`src/verilog/ahb_ready_pacer.sv`:
```
/*
 * Ready pacing for one AHB port. The pattern is sampled while rst_n is low
 * and must stay stable then. A zero pattern keeps the port always ready.
 */

`timescale 1ns/1ps

module ahb_ready_pacer (
    input  logic        clk,
    input  logic        rst_n,
    input  logic [31:0] pattern,
    output logic        ready
);

    logic [31:0] pattern_q;

    // Load during reset, rotate right every cycle afterwards
    always_ff @(posedge clk) begin
        if (!rst_n) begin
            pattern_q <= pattern;
        end else begin
            pattern_q <= {pattern_q[0], pattern_q[31:1]};
        end
    end

    // All-zero pattern would stall forever, treat it as no pacing
    assign ready = (pattern_q == '0) ? 1'b1 : pattern_q[0];

endmodule

```
`config.mk`:
```
export PLATFORM = sky130hd
export DESIGN_NAME = ahb_ready_pacer
export DESIGN_NICKNAME = d
export VERILOG_FILES = /design/src/verilog/ahb_ready_pacer.sv
export SDC_FILE = /design/constraint.sdc
export NUM_CORES = 1
export LEC_CHECK = 0
export BUFFER_PORTS_ARGS = -buffer_cell sky130_fd_sc_hd__buf_4
export CELL_PAD_IN_SITES_DETAIL_PLACEMENT = 0
export CELL_PAD_IN_SITES_GLOBAL_PLACEMENT = 1
export CORE_MARGIN = 8
export CORE_UTILIZATION = 43
export CTS_BUF_LIST = sky130_fd_sc_hd__clkbuf_4
export DETAILED_ROUTE_END_ITERATION = 8
export GPL_TIMING_DRIVEN = 0
export PLACE_DENSITY = 0.79
export SYNTH_ARGS = -nofsm -noshare
export SYNTH_HDL_FRONTEND = slang
export SYNTH_SLANG_ARGS = --single-unit
```
`constraint.sdc`:
```
create_clock -name clk -period 1 [get_ports clk]
set_input_delay 0.05 -clock clk [delete_from_list [all_inputs] [get_ports clk]]
set_output_delay 0.05 -clock clk [all_outputs]
set_load 0.02 [all_outputs]
```
==> impl_metrics.json <==
{
  "drt-vias-per-instance": 4.84,
  "power.leakage_uw": 0.000901,
  "ys_seq_elements": 32,
  "final-max-slew-violation-count": 0,
  "final.setup.worst_slack_ps": -506,
  "grt_pass1_wl_mm": 4.78,
  "cts_buffer_depth": 2,
  "htreeDepth": 2,
  "rrSetupSlack_ps": 280,
  "track_usage_pct": 12.7,
  "path_max_fanout": 2,
  "cts.sinks": 32,
  "powerDensity_nw_per_um2": 1400,
  "synthesis.nets": 113,
  "synth_top_area_share_pct": 51.0,
  "cts_buffers": 5,
  "nNetsFinal": 185,
  "cts_tree": "yes",
  "drive_above_1_share_pct": 57.9,
  "cp-start-kind": "flop",
  "ir_drop_mv": 1.09,
  "fp-row-count": 19,
  "dieArea_um2": 4900,
  "grt_max_degree": 11,
  "synth_ff_type": "dfxtp_1",
  "critical_path.cell_chain": "nor4_4, nand4_1, o21bai_2, buf_6",
  "largest_reg_flops": 32,
  "p_clk_share_pct": 26.3,
  "dr.pass1.iters": 4,
  "max_slew_margin_pct": 83.6,
  "clk_pin_slew_ps": 90,
  "finalWeightedCongestion": 0.716,
  "dp.cells": 143,
  "antenna_found_initial": 0,
  "start_util_pct": 45.5,
  "synthCells": 79,
  "pwr-share-comb_pct": 18.8,
  "top_register": "pattern_q",
  "wl_mm": 3.00,
  "netlist_top_cells_area": "dfxtp_1 (51%), mux2_4 (36%), buf_12 (4.8%)",
  "cts_setup_buffers": 0,
  "seqPwrFrac_pct": 54.9,
  "final.min_clock_period_ps": 1510,
  "root_buffer": "clkbuf_4",
  "first_iter_violations": 30,
  "drtAntennaViolNets": 0,
  "clock.fmax_ghz": 0.664,
  "p_total_uw": 2800,
  "nFillCells": 186,
  "dpl_cell_area_um2": 1550,
  "maxCapViolCount": 0,
  "internal-power_uw": 2140,
  "setup_violations": 1,
  "die_x_um": 70.0,
  "pin_count": 35,
  "mappedNetlistArea_um2": 1250,
  "holdCritPathClass": "input pin to flop",
  "rsz0062_at_grt": "yes",
  "design_area_um2": 1990,
  "grt_pass1_vias": 1025,
  "synth_most_common_cell": "dfxtp_1",
  "clk_latency_ps": 340,
  "tightest_slew_ps": 244,
  "yosys_warnings": 0,
  "finalNonFillerCells": 184,
  "switching_share_pct": 23.5,
  "cp_top_family": "simple AND/OR/NAND/NOR gates",
  "slowest_stage": "dfxtp_2",
  "core_um2": 2760,
  "drc_errors": 0,
  "worstSetupPathType": "flop to output port",
  "hold_viol": 0,
  "yosys.area.top_type": "dfxtp_1",
  "hold_slack_ps": 12.3,
  "avgRoutedWirePerCell_um": 16.3,
  "reg_top3": "pattern_q x32",
  "fin_worst_skew_ps": 4.31,
  "p_switching_uw": 657,
  "worstPathRequired_ps": 950,
  "cp.arrival_ps": 1460,
  "syn_area_per_cell_um2": 15.9,
  "tns_ps": -506,
  "seq_area_frac_synth_pct": 51.0,
  "synth_common_cells": "dfxtp_1 (32), mux2_4 (30), nor4_1 (8)",
  "port_buffers": 33,
  "run_status": "finished with violations",
  "violations": "negative setup slack",
  "synth_edf_count": 0,
  "critPathCaptureType": "output port",
  "async_flop_share_pct": 0,
  "slowest_delay_ps": 350,
  "vias": 891,
  "period_share_pct": 151,
  "syn2layout_area_growth_pct": 58.9,
  "ys_types": 8,
  "cp.buffers_inverters": 1,
  "chipHeight_um": 70.0,
  "gr-total-overflow": 0
}
==> worst paths after layout <==
check	cells after the start	from	endpoint
setup reg to reg	1	pattern_q[13]	pattern_q[12]
hold / removal	2	rst_n	pattern_q[29]
setup / recovery	4	pattern_q[12]	ready
hold reg to reg	1	pattern_q[23]	pattern_q[22]
==> power by group through the flow <==
stage,clock network (uW),logic (uW),registers [uW]
detailed placement,0,409,1520
global route,795,561,1550
CTS,754,517,1510
floorplan,0,284,1490
finish,737,525,1540
global placement,0,401,1510
==> per-stage QoR <==
step | utilization [%] | worst slack [ps]
global placement | 56.0 | -195
CTS | 71.0 | -495
floorplan | - | 16.8
detailed placement | 56.0 | -190
global route | 72.2 | -592
finish | 72.3 | -506
==> layout by cell type (no fill, tap or decap), drive strengths merged <==
master	netlist	layout
diode	0	1
nand4	2	2
nor4	8	8
dlygate4sd3	0	32
o21bai	1	1
mux2	32	32
clkbuf	0	7
dfxtp	32	32
clkinv	0	1
buf	4	37
==> cell families after synthesis <==
logic type	Yosys count	share of synthesized area (%)
muxes	32	37.7
DFF	32	51.0
and+or+nand+nor	10	4.99
buffers and inverters	4	5.68
AOI/OAI and AO/OA	1	0.598
==> what timing repair did <==
item                                   4_1_cts  5_1_grt
gates resized for setup                      7        7
pin swaps                                    6        4
hold buffers                                32        0
setup endpoints to repair                    1        1
endpoints found under the hold margin       32        0
==> metal layers <==
metal	share of wire [%]	vias up	global-route usage (%)
met2	55	20	22.9
met3	5.1	6	5.79
li1	-	436	-
met4	1.8	0	6.25
met5	0	-	0
met1	38	429	11.6
==> final cells by class <==
cell class,count,area [um2],share of cell area (%)
multi-input cells,43,608,30.5
flip-flops and latches,32,646,32.4
diodes,1,2.50,0.125
clock inverters,1,3.75,0.188
clock buffers,7,52.6,2.63
plain buffers,4,71.3,3.58
repair buffers,65,572,28.7
well taps,31,38.8,1.94
Note: power is estimated with default switching activity, not from simulation.
