--- src/verilog/ahb_mem_pkg.sv ---
/*
 * Shared widths, AHB encodings and bus types for the dual-port memory model.
 * Only the low mem_addr_bits address bits reach the array, so addresses wrap.
 */

package ahb_mem_pkg;

    // ------------------------------------------------------------
    // Sizes and register map
    // ------------------------------------------------------------
    localparam int ahb_width     = 32;
    localparam int mem_addr_bits = 12;
    localparam int irq_lines_num = 8;

    localparam logic [ahb_width-1:0] irq_addr     = 32'hF000_0100;
    localparam logic [ahb_width-1:0] err_ptr_addr = 32'hF000_0200;
    // Also the reset value of the error pointer
    localparam logic [ahb_width-1:0] mem_err_addr = 32'hFFFF_F100;

    // ------------------------------------------------------------
    // AHB encodings
    // ------------------------------------------------------------
    typedef enum logic [1:0] {
        htrans_idle   = 2'b00,
        htrans_busy   = 2'b01,
        htrans_nonseq = 2'b10,
        htrans_seq    = 2'b11
    } htrans_e;

    typedef enum logic [2:0] {
        hsize_byte = 3'b000,
        hsize_half = 3'b001,
        hsize_word = 3'b010
    } hsize_e;

    typedef enum logic {
        hresp_okay  = 1'b0,
        hresp_error = 1'b1
    } hresp_e;

    // Address seen whole or as word index plus byte offset
    typedef union packed {
        logic [ahb_width-1:0] full;
        struct packed {
            logic [ahb_width-3:0] word;
            logic [1:0]           offset;
        } idx;
    } addr_word_u;

    typedef struct packed {
        htrans_e    htrans;
        addr_word_u haddr;
        logic       hwrite;
        hsize_e     hsize;
    } ahb_req_t;

    typedef struct packed {
        logic                 hready;
        hresp_e               hresp;
        logic [ahb_width-1:0] hrdata;
    } ahb_rsp_t;

    typedef struct packed {
        logic                     en;
        logic [mem_addr_bits-3:0] word;
        logic [3:0]               be;
    } mem_wr_t;

    typedef enum logic {
        state_idle = 1'b0,
        state_data = 1'b1
    } port_state_e;

endpackage

--- src/verilog/ahb_ifetch_port.sv ---
/*
 * Instruction-fetch AHB port, read only and always a full word.
 * hwrite and hsize of the request are ignored.
 */

`timescale 1ns/1ps

module ahb_ifetch_port import ahb_mem_pkg::*; (
    input  logic                     clk,
    input  logic                     rst_n,
    input  ahb_req_t                 req,
    input  logic                     ready,
    input  logic [ahb_width-1:0]     err_ptr,
    output logic [mem_addr_bits-3:0] rd_word,
    input  logic [ahb_width-1:0]     rd_data,
    output ahb_rsp_t                 rsp
);

    port_state_e          state_q;
    logic [ahb_width-1:0] addr_q;
    logic [ahb_width-1:0] rdata_q;
    logic                 accept;
    logic                 err_hit;

    // SEQ and NONSEQ start a transfer, IDLE and BUSY do not
    assign accept = ready && ((req.htrans == htrans_nonseq) || (req.htrans == htrans_seq));

    assign rd_word = req.haddr.idx.word[mem_addr_bits-3:0];

    // ------------------------------------------------------------
    // Phase tracking
    // ------------------------------------------------------------
    always_ff @(posedge clk) begin
        if (!rst_n) begin
            state_q <= state_idle;
        end else if (ready) begin
            state_q <= accept ? state_data : state_idle;
        end
    end

    // Word is read in the address phase and held for the data phase
    always_ff @(posedge clk) begin
        if (accept) begin
            addr_q  <= req.haddr.full;
            rdata_q <= rd_data;
        end
    end

    // ------------------------------------------------------------
    // Response
    // ------------------------------------------------------------
    assign err_hit = (addr_q == mem_err_addr) || (addr_q == err_ptr);

    always_comb begin
        rsp.hready = ready;
        rsp.hresp  = hresp_okay;
        rsp.hrdata = '0;
        if ((state_q == state_data) && ready) begin
            if (err_hit) begin
                rsp.hresp = hresp_error;
            end else begin
                rsp.hrdata = rdata_q;
            end
        end
    end

endmodule

--- config.mk ---
export PLATFORM = sky130hd
export DESIGN_NAME = ahb_ifetch_port
export DESIGN_NICKNAME = d
export VERILOG_FILES = /design/src/verilog/ahb_mem_pkg.sv /design/src/verilog/ahb_ifetch_port.sv
export SDC_FILE = /design/constraint.sdc
export NUM_CORES = 1
export LEC_CHECK = 0
export BUFFER_PORTS_ARGS = -buffer_cell sky130_fd_sc_hd__clkbuf_2
export CORE_MARGIN = 3
export CORE_UTILIZATION = 44
export CTS_CLUSTER_SIZE = 8
export DETAILED_ROUTE_END_ITERATION = 8
export GPL_TIMING_DRIVEN = 0
export PLACE_DENSITY_LB_ADDON = 0.08
export SYNTH_ARGS = -nofsm -noshare
export SYNTH_HDL_FRONTEND = slang
export SYNTH_SLANG_ARGS = --single-unit
--- constraint.sdc ---
create_clock -name clk -period 2.65 [get_ports clk]
set_input_delay 0.3975 -clock clk [delete_from_list [all_inputs] [get_ports clk]]
set_output_delay 0.3975 -clock clk [all_outputs]
set_load 0.02 [all_outputs]
==> flow_summary.ini <==
[run_status]
run_status = complete, but fails checks
violations = negative setup slack

[timing]
clock.fmax_mhz = 345
relSlewSlack = 0.601
fin_ws_ns = -0.248
final-max-slew-violation-count = 0
hold_ws_ns = 0.234
grt_setup_unrepaired = yes
worstMarginPinSlew_ns = 0.599
finalClockSkew_ns = 0
finalHoldViolCount = 0
period_share = 1.09
setup_viol = 33
fin_crit_ns = 2.90

[die]
die_width_um = 85.0
dieArea_um2 = 7230
ios = 149
start_util = 0.458
core_area_um2 = 5990
die_h_um = 85.0
rows = 28

[cts]
root_buffer = clkbuf_8
numClockSinks = 65
cts_tree = done
hold_buffers = 0
clk_pin_slew_worst_paths_ns = 0.07
cts_made_buffers = 9
cts-htree-levels = 3
insertion_delay_ns = 0.33
ctsLongestPathBuffers = 2

[power_and_ir_drop]
p_per_area_nw_per_um2 = 565
irDropWorstVdd_uv = 408
clkPwrFrac = 0.334
combinationalPowerShare = 0.110
total_power_w = 0.00223
pwr-share-seq = 0.555
leakage_nw = 1.73
intPower_w = 0.00173
p_sw_w = 0.000497
switching_share = 0.223

[synth]
ys_async_sr_fraction = 0
ys_warn_count = 0
ys_ff_latch = 65
synth_most_common_cell = edfxtp_1
synth_top_area_frac = 0.700
ys_top_cells_by_area = edfxtp_1 (70%), xnor2_1 (10%), and3_1 (6.8%)
ys_seq_area_frac = 0.707
ys_types = 22
syn_avg_cell_area_um2 = 15.9
synth-edff-count = 64
ys.flop_type = edfxtp_1
synth_top_area_cell = edfxtp_1
synth_common_cells = edfxtp_1 (64), xnor2_1 (32), and3_1 (30), buf_4 (11), nand4_1 (11)
syn-num-nets = 278
synthCells = 173
netlist_area_um2 = 2750

[placed_design]
port_buffers = 143
gp_routability_congestion = 0.739
dpl.hpwl_um = 4800
dpl-instance-area_um2 = 3580
dp_cells = 392
pre_cts_ws_ns = -0.105

[global_route]
grt_util_all_layers = 0.183
grt_util_met1 = 0.209
grt_pass1_wl_um = 9790
top_usage_layer = met2
grt_max_degree = 41
use_met3 = 0.0738
grt_overflow = 0
grt_use_met2 = 0.297
grt_pass1_vias = 2047
antenna_found_initial = 0

[worst_setup_path]
crit_path_start_kind = flip-flop
crit_path_max_incr_delay_ns = 0.52
critPathCaptureType = primary output
cpMaxStageDelayCell = or4b_1
required_ns = 2.25
worstSetupPathType = reg -> out
worstPathArrival_ns = 2.50
path_cells = or4b_1, or4_4, nor4_4, a21oi_4, buf_6, and3_1, buf_2
worstPathMaxFanout = 10
cp_num_buf_inv = 2
cp_top_family = simple AND/OR/NAND/NOR gates

[run]
maxCapViolCount = 0

[detailed_routing]
wl_per_cell_um = 15.3
ant_nets = 0
drt-pass1-iter-count = 4
vias_per_cell = 4.70
vias = 1937
initialDrtViolationCount = 104
wirelength_um = 6300
drcViolationCount = 0

[layout]
area_growth_pct = 43.6
stdcell_area_um2 = 3940
finalNonFillerCells = 412
diodes = 0
final_nets = 437
drive_gt1_frac = 0.573

[worst_hold_path]
hold_path.class = in -> reg
-- kinds of logic after synthesis --
family,synth area share
AND/OR/NAND/NOR,0.139
AO/OA/AOI/OAI,0.00592
XOR/XNOR,0.102
flip-flops,0.707
buffers and inverters,0.0465
-- per-layer routing --
layer,wire length [um],part of all wire,up-vias
li1,-,-,964
met1,2440,0.39,867
met2,3070,0.49,95
met3,666,0.11,11
met4,125,0.020,0
met5,0,0,-
-- worst reg2reg max path: cells and delay by family, from the launching register on --
| kind | cells | cell delay [ns] |
|---|---|---|
| compound gates | 1 | 0.15 |
| simple gates | 1 | 0.12 |
| flops | 1 | 0.30 |
-- layout by cell type (no fill, tap or decap), drive strengths merged --
cell      instances
nor2b             1
nand4            11
xnor2            32
nor4              4
a21oi             1
nor4bb            1
buf              44
and2b             1
nand4b            2
and3             32
clkinvlp          1
dfxtp             1
clkbuf          134
o21a              1
edfxtp           64
or4b              1
nand2             1
clkinv            2
and2              2
or4               1
-- through the flow --
| step | setup TNS (ns) | utilization |
|---|---|---|
| CTS | -8.95 | 0.638 |
| finish | -7.39 | 0.658 |
| global route | -10.81 | 0.658 |
| global placement | -27.09 | 0.594 |
| floorplan | 0 | - |
| detailed placement | -2.75 | 0.597 |
-- what timing repair did --
| item | 4_1_cts | 5_1_grt |
|---|---|---|
| setup buffers | 0 | 3 |
| gates cloned | 1 | 0 |
| setup endpoints to repair | 33 | 33 |
| resized for setup | 14 | 48 |
| pin swaps | 4 | 5 |
-- power groups by stage --
stage / logic (W) / registers [W] / clock network, W
global placement: 0.000229 / 0.00126 / 0
detailed placement: 0.000236 / 0.00126 / 0
floorplan: 0.000120 / 0.00125 / 0
global route: 0.000270 / 0.00124 / 0.000827
CTS: 0.000241 / 0.00124 / 0.000770
finish: 0.000246 / 0.00124 / 0.000745
-- registers in the layout, indices dropped and copies added, names as in the netlist --
signal / cells
state_q: 1
addr_q: 32
rdata_q: 32
-- final cells by class --
class                           count  area, um^2
Clock buffer                       13         159
Multi-Input combinational cell     91         747
Fill cell                         455        2050
Timing Repair Buffer              148         857
Tap cell                           75        93.8
Sequential cell                    65        1940
Buffer                             17         128
Clock inverter                      3        17.5
-- path summary, 6_finish.rpt --
path | to | startpoint | slack [ns] | cells past startpoint
max | rsp[12] | addr_q[2]$_DFFE_PP_ | -0.25 | 7
min | addr_q[18]$_DFFE_PP_ | req[22] | 0.23 | 1
max reg2reg | state_q$_SDFFE_PN0P_ | state_q$_SDFFE_PN0P_ | 1.97 | 2
min reg2reg | state_q$_SDFFE_PN0P_ | state_q$_SDFFE_PN0P_ | 0.57 | 2
(Power assumes the default switching activity.)
