==> src/verilog/ahb_mem_pkg.sv <==
/*
 * Shared widths, AHB encodings and bus types for the dual-port memory model.
 * Only the low mem_addr_bits address bits reach the array, so addresses wrap.
 */

package ahb_mem_pkg;

    // ------------------------------------------------------------
    // Sizes and register map
    // ------------------------------------------------------------
    localparam int ahb_width     = 32;
    localparam int mem_addr_bits = 12;
    localparam int irq_lines_num = 8;

    localparam logic [ahb_width-1:0] irq_addr     = 32'hF000_0100;
    localparam logic [ahb_width-1:0] err_ptr_addr = 32'hF000_0200;
    // Also the reset value of the error pointer
    localparam logic [ahb_width-1:0] mem_err_addr = 32'hFFFF_F100;

    // ------------------------------------------------------------
    // AHB encodings
    // ------------------------------------------------------------
    typedef enum logic [1:0] {
        htrans_idle   = 2'b00,
        htrans_busy   = 2'b01,
        htrans_nonseq = 2'b10,
        htrans_seq    = 2'b11
    } htrans_e;

    typedef enum logic [2:0] {
        hsize_byte = 3'b000,
        hsize_half = 3'b001,
        hsize_word = 3'b010
    } hsize_e;

    typedef enum logic {
        hresp_okay  = 1'b0,
        hresp_error = 1'b1
    } hresp_e;

    // Address seen whole or as word index plus byte offset
    typedef union packed {
        logic [ahb_width-1:0] full;
        struct packed {
            logic [ahb_width-3:0] word;
            logic [1:0]           offset;
        } idx;
    } addr_word_u;

    typedef struct packed {
        htrans_e    htrans;
        addr_word_u haddr;
        logic       hwrite;
        hsize_e     hsize;
    } ahb_req_t;

    typedef struct packed {
        logic                 hready;
        hresp_e               hresp;
        logic [ahb_width-1:0] hrdata;
    } ahb_rsp_t;

    typedef struct packed {
        logic                     en;
        logic [mem_addr_bits-3:0] word;
        logic [3:0]               be;
    } mem_wr_t;

    typedef enum logic {
        state_idle = 1'b0,
        state_data = 1'b1
    } port_state_e;

endpackage

==> src/verilog/ahb_data_port.sv <==
/*
 * Data AHB port with byte, half and word accesses and two mapped registers.
 * hwdata must stay stable through wait states, the array write is repeated.
 * Misaligned halfwords at offset 3 keep only the lane that fits the word.
 */

`timescale 1ns/1ps

module ahb_data_port import ahb_mem_pkg::*; (
    input  logic                     clk,
    input  logic                     rst_n,
    input  ahb_req_t                 req,
    input  logic [ahb_width-1:0]     hwdata,
    input  logic                     ready,
    output logic [mem_addr_bits-3:0] rd_word,
    output logic [3:0]               rd_be,
    input  logic [ahb_width-1:0]     rd_data,
    output mem_wr_t                  wr,
    output logic [ahb_width-1:0]     err_ptr,
    output logic [irq_lines_num-1:0] irq_lines,
    output ahb_rsp_t                 rsp
);

    port_state_e              state_q;
    addr_word_u               addr_q;
    logic                     wr_q;
    logic [3:0]               be_q;
    logic [ahb_width-1:0]     rdata_q;
    logic [irq_lines_num-1:0] irq_q;
    logic [ahb_width-1:0]     err_ptr_q;
    logic                     accept;
    logic                     in_data;
    logic                     done;
    logic                     err_hit;
    logic                     sel_irq;
    logic                     sel_err_ptr;
    logic                     sel_mem;

    assign accept  = ready && ((req.htrans == htrans_nonseq) || (req.htrans == htrans_seq));
    assign in_data = (state_q == state_data);
    assign done    = in_data && ready;

    // ------------------------------------------------------------
    // Address phase
    // ------------------------------------------------------------
    always_comb begin
        case (req.hsize)
            hsize_byte: rd_be = 4'b0001 << req.haddr.idx.offset;
            hsize_half: rd_be = 4'b0011 << req.haddr.idx.offset;
            default:    rd_be = 4'b1111;
        endcase
    end

    assign rd_word = req.haddr.idx.word[mem_addr_bits-3:0];

    always_ff @(posedge clk) begin
        if (!rst_n) begin
            state_q <= state_idle;
        end else if (ready) begin
            state_q <= accept ? state_data : state_idle;
        end
    end

    always_ff @(posedge clk) begin
        if (accept) begin
            addr_q  <= req.haddr;
            wr_q    <= req.hwrite;
            be_q    <= rd_be;
            rdata_q <= rd_data;
        end
    end

    // ------------------------------------------------------------
    // Data phase decode
    // ------------------------------------------------------------
    assign err_hit     = (addr_q.full == mem_err_addr) || (addr_q.full == err_ptr_q);
    assign sel_irq     = (addr_q.full == irq_addr);
    assign sel_err_ptr = (addr_q.full == err_ptr_addr);
    assign sel_mem     = !sel_irq && !sel_err_ptr;

    // Announced for the whole data phase so a read accepted now sees it
    always_comb begin
        wr.en   = in_data && wr_q && sel_mem && !err_hit;
        wr.word = addr_q.idx.word[mem_addr_bits-3:0];
        wr.be   = be_q;
    end

    always_ff @(posedge clk) begin
        if (!rst_n) begin
            irq_q     <= '0;
            err_ptr_q <= mem_err_addr;
        end else if (done && wr_q && !err_hit) begin
            if (sel_irq) begin
                irq_q <= hwdata[irq_lines_num-1:0];
            end
            if (sel_err_ptr) begin
                err_ptr_q <= hwdata;
            end
        end
    end

    assign irq_lines = irq_q;
    assign err_ptr   = err_ptr_q;

    // Register reads use the live value, so a write just before is seen
    always_comb begin
        rsp.hready = ready;
        rsp.hresp  = hresp_okay;
        rsp.hrdata = '0;
        if (done) begin
            if (err_hit) begin
                rsp.hresp = hresp_error;
            end else if (!wr_q) begin
                if (sel_irq) begin
                    rsp.hrdata[irq_lines_num-1:0] = irq_q;
                end else if (sel_err_ptr) begin
                    rsp.hrdata = err_ptr_q;
                end else begin
                    rsp.hrdata = rdata_q;
                end
            end
        end
    end

endmodule

==> config.mk <==
export PLATFORM = sky130hd
export DESIGN_NAME = ahb_data_port
export DESIGN_NICKNAME = d
export VERILOG_FILES = /design/src/verilog/ahb_mem_pkg.sv /design/src/verilog/ahb_data_port.sv
export SDC_FILE = /design/constraint.sdc
export NUM_CORES = 1
export LEC_CHECK = 0
export ABC_AREA = 1
export BUFFER_PORTS_ARGS = -buffer_cell sky130_fd_sc_hd__buf_2
export CAP_MARGIN = 20
export CORE_UTILIZATION = 35
export DETAILED_ROUTE_END_ITERATION = 6
export GPL_TIMING_DRIVEN = 0
export SKIP_LAST_GASP = 1
export SYNTH_ARGS = -nofsm -noshare
export SYNTH_HDL_FRONTEND = slang
export SYNTH_SLANG_ARGS = --single-unit
export TNS_END_PERCENT = 30
==> constraint.sdc <==
create_clock -name clk -period 2.6 [get_ports clk]
set_input_delay 0.52 -clock clk [delete_from_list [all_inputs] [get_ports clk]]
set_output_delay 0.52 -clock clk [all_outputs]
set_load 0.05 [all_outputs]
==> results.toml <==
[status]
result_of_the_run = "complete, but fails checks"
violations = "setup timing"

[floorplanning]
top_level_ports = 208
width_of_the_die_um = 129.7
floorplan.die_area_um2 = 16830
initial_utilization_pct = 35.95
die_h_um = 129.7
rows = 46
core_area_um2 = 15890

[sta]
period_needed_ns = 2.870
max_slew_violation_total_from_the_final_report = 0
final_min_period_over_clock_period_pct = 110.4
worstMarginPinSlew_ns = 0.9050
clock_skew_after_layout_ns = 0.01161
final_hold_viol_count = 0
grt_setup_unrepaired = "true"
timing.final.setup_violations = 34
timing.fmax_ghz = 0.3485
timing.max_slew.rel_slack_pct = 39.67
worst_slack_ns = -0.2695

[layout]
area_growth_pct = 39.24
final_net_count = 1045
final.fill_count = 1588
num_antenna_cells = 0
postLayoutCellArea_um2 = 7951
finalCoreUtilization_pct = 50.06
layout-drive-gt1-share_pct = 37.25
layout_common_cells = "nand2_1 (198), buf_2 (179), nor2_1 (87)"
final_common_cell = "nand2_1"

[cts]
cts_tree = "done"
cts_htree_levels = 3
worst_setup_hold_path_clk_slew_ns = 0.07
cts_made_buffers = 9
cts_num_sinks = 110
ctsRootBufferMaster = "clkbuf_16"
worstSkewPairLatency_ns = 0.36
ctsLongestPathBuffers = 2

[drt]
dr_wl_met3_mm = 1.093
drtPass1Iterations = 5
wl_met2_mm = 8.419
vias = 5367
routedWlPerCell_um = 15.27
drcViolationCount = 0
avgViaCountPerCell = 4.623
drt-met1-wl_mm = 7.909
antenna_violating_nets_post_route = 0
drt_first_iter_violations = 303
wirelength_mm = 17.73
dr.max_layer_used = "met4"

[yosys]
synth.yosys.seq_area_share_pct = 50.66
synth_seq_cells = 110
synthesized_netlist_net_count = 804
number_of_cells_produced_by_synthesis = 699
synthesized_cell_area_um2 = 5710
synthesis.area_per_instance_um2 = 8.169
ys_types = 32
yosysWarnings = 0

[setup_path]
timing.critical_path.to_type = "output pin"
worstPathCellList = "inv_1 -> nand4_1 -> buf_4 -> nor2_1 -> nand2_1 -> nor3_4 -> inv_2 -> nand2_4 -> clkbuf_16 -> nor2_4 -> buf_6"
worst-setup-path-type = "reg -> out"
cpLargestDelayFamily = "simple AND/OR/NAND/NOR gates"
worst-path-buf-inv = 5
worstPathRequired_ns = 2.08
cp_data_arrival_time_ns = 2.35
crit_path_max_incr_delay_ns = 0.45
crit-reg2reg-launch = "addr_q[24]"
worst_setup_startpoint = "addr_q[17]"
critical_path.slowest_cell = "edfxtp_1"
startpoint_type = "flip-flop"
worstPathMaxFanout = 8

[run]
drv.max_cap_violation_count = 0

[placed_design]
dpl.hpwl_mm = 12.68
postPlaceCellArea_um2 = 7052
pre_cts_slack_ns = -0.4072
gp_congestion = 0.7894
place.port_buffers = 206

[hold_path]
worstHoldPathType = "in -> reg"
hp-start = "rd_data[8]"

[global_route]
wire_length_of_the_first_global_routing_pass_mm = 25.42
grt_max_degree = 70
global_route.usage.total_pct = 20.67
globalRoute.totalOverflow = 0
grt_pass1_vias = 4659
antenna_found_initial = 0

[pwr]
power_leakage_nw = 3.854
power_density_nw_per_um2 = 480.2
vdd_ir_drop_max_uv = 291.9
## flip-flops by register name (all words and copies together) (netlist names)
name / flops
addr_q: 32
wr_q: 1
be_q: 4
err_ptr: 32
rdata_q: 32
irq_lines: 8
in_data: 1
## path summary, 6_finish.rpt
kind | slack [ns] | cells after the start | endpoint
max | -0.27 | 11 | rsp[8]
min | 0.33 | 1 | rdata_q[8]
max reg2reg | 0.31 | 12 | err_ptr[14]
min reg2reg | 0.49 | 2 | in_data
## cells in the mapped netlist (all sizes together)
library cell  number  area [µm²]
buf               31       220.2
nand4             37       256.5
clkinv             1       3.750
nor2             125       566.8
xnor2             13       113.9
a21boi             1       7.510
o211ai             1       7.510
nor3               6       67.56
a21oi              1       5.000
nand3             27       140.1
inv               78       292.8
xor2               7       61.31
o21a               7       52.55
dfxtp             41       820.8
o21ai             27       135.1
edfxtp            69        2072
clkbuf            11       41.29
nand2            209       802.0
or2                7       43.80
## cell families (layout without fill, tap and decap cells)
family	Yosys count	count (layout)	synth area share, %
and+or+nand+nor	411	411	32.87
buffers and inverters	121	367	9.772
DFF	110	110	50.66
AOI/OAI and AO/OA	37	37	3.637
xor gates and xnor gates	20	20	3.068
## cell type report
type / count / area [µm²] / area share (%)
Clock inverter: 2 / 7.507 / 0.09441
Clock buffer: 14 / 265.3 / 3.336
Sequential cell: 110 / 2893 / 36.38
Buffer: 40 / 307.8 / 3.871
Inverter: 79 / 299.0 / 3.761
Multi-Input combinational cell: 468 / 2424 / 30.48
Timing Repair Buffer: 232 / 1485 / 18.68
Tap cell: 216 / 270.3 / 3.399
## metrics by stage
step	TNS [ns]	power, mW	cells	hold WS [ns]
after floorplan	-4.132	2.314	699	0.4616
after global placement	-53.38	2.482	1121	0.4807
after detailed placement	-6.714	2.482	1121	0.4841
after CTS	-9.241	3.836	1155	0.3224
after global routing	-12.84	3.961	1161	0.3200
final	-7.213	3.818	1161	0.3333
## layer usage
metal  vias to the layer above  GRT usage, %
li1                       2703             -
met5                         -             0
met2                       199         33.88
met1                      2446         27.23
met3                        19         3.649
met4                         0         7.866
## where the power goes
group	internal [mW]	switching, mW	leakage [nW]
registers	1.94	0.0458	0.983
logic	0.190	0.313	2.74
clock network	0.706	0.625	0.131
## what timing repair did
item | 4_1_cts | 5_1_grt
hold endpoints to repair | 0 | 0
gates resized for setup | 97 | 33
endpoints found under the setup margin | 34 | 34
hold buffers | 0 | 0
cloned | 1 | 2
pin swaps | 18 | 21
buffers inserted | 18 | 7
(Power assumes the default switching activity.)
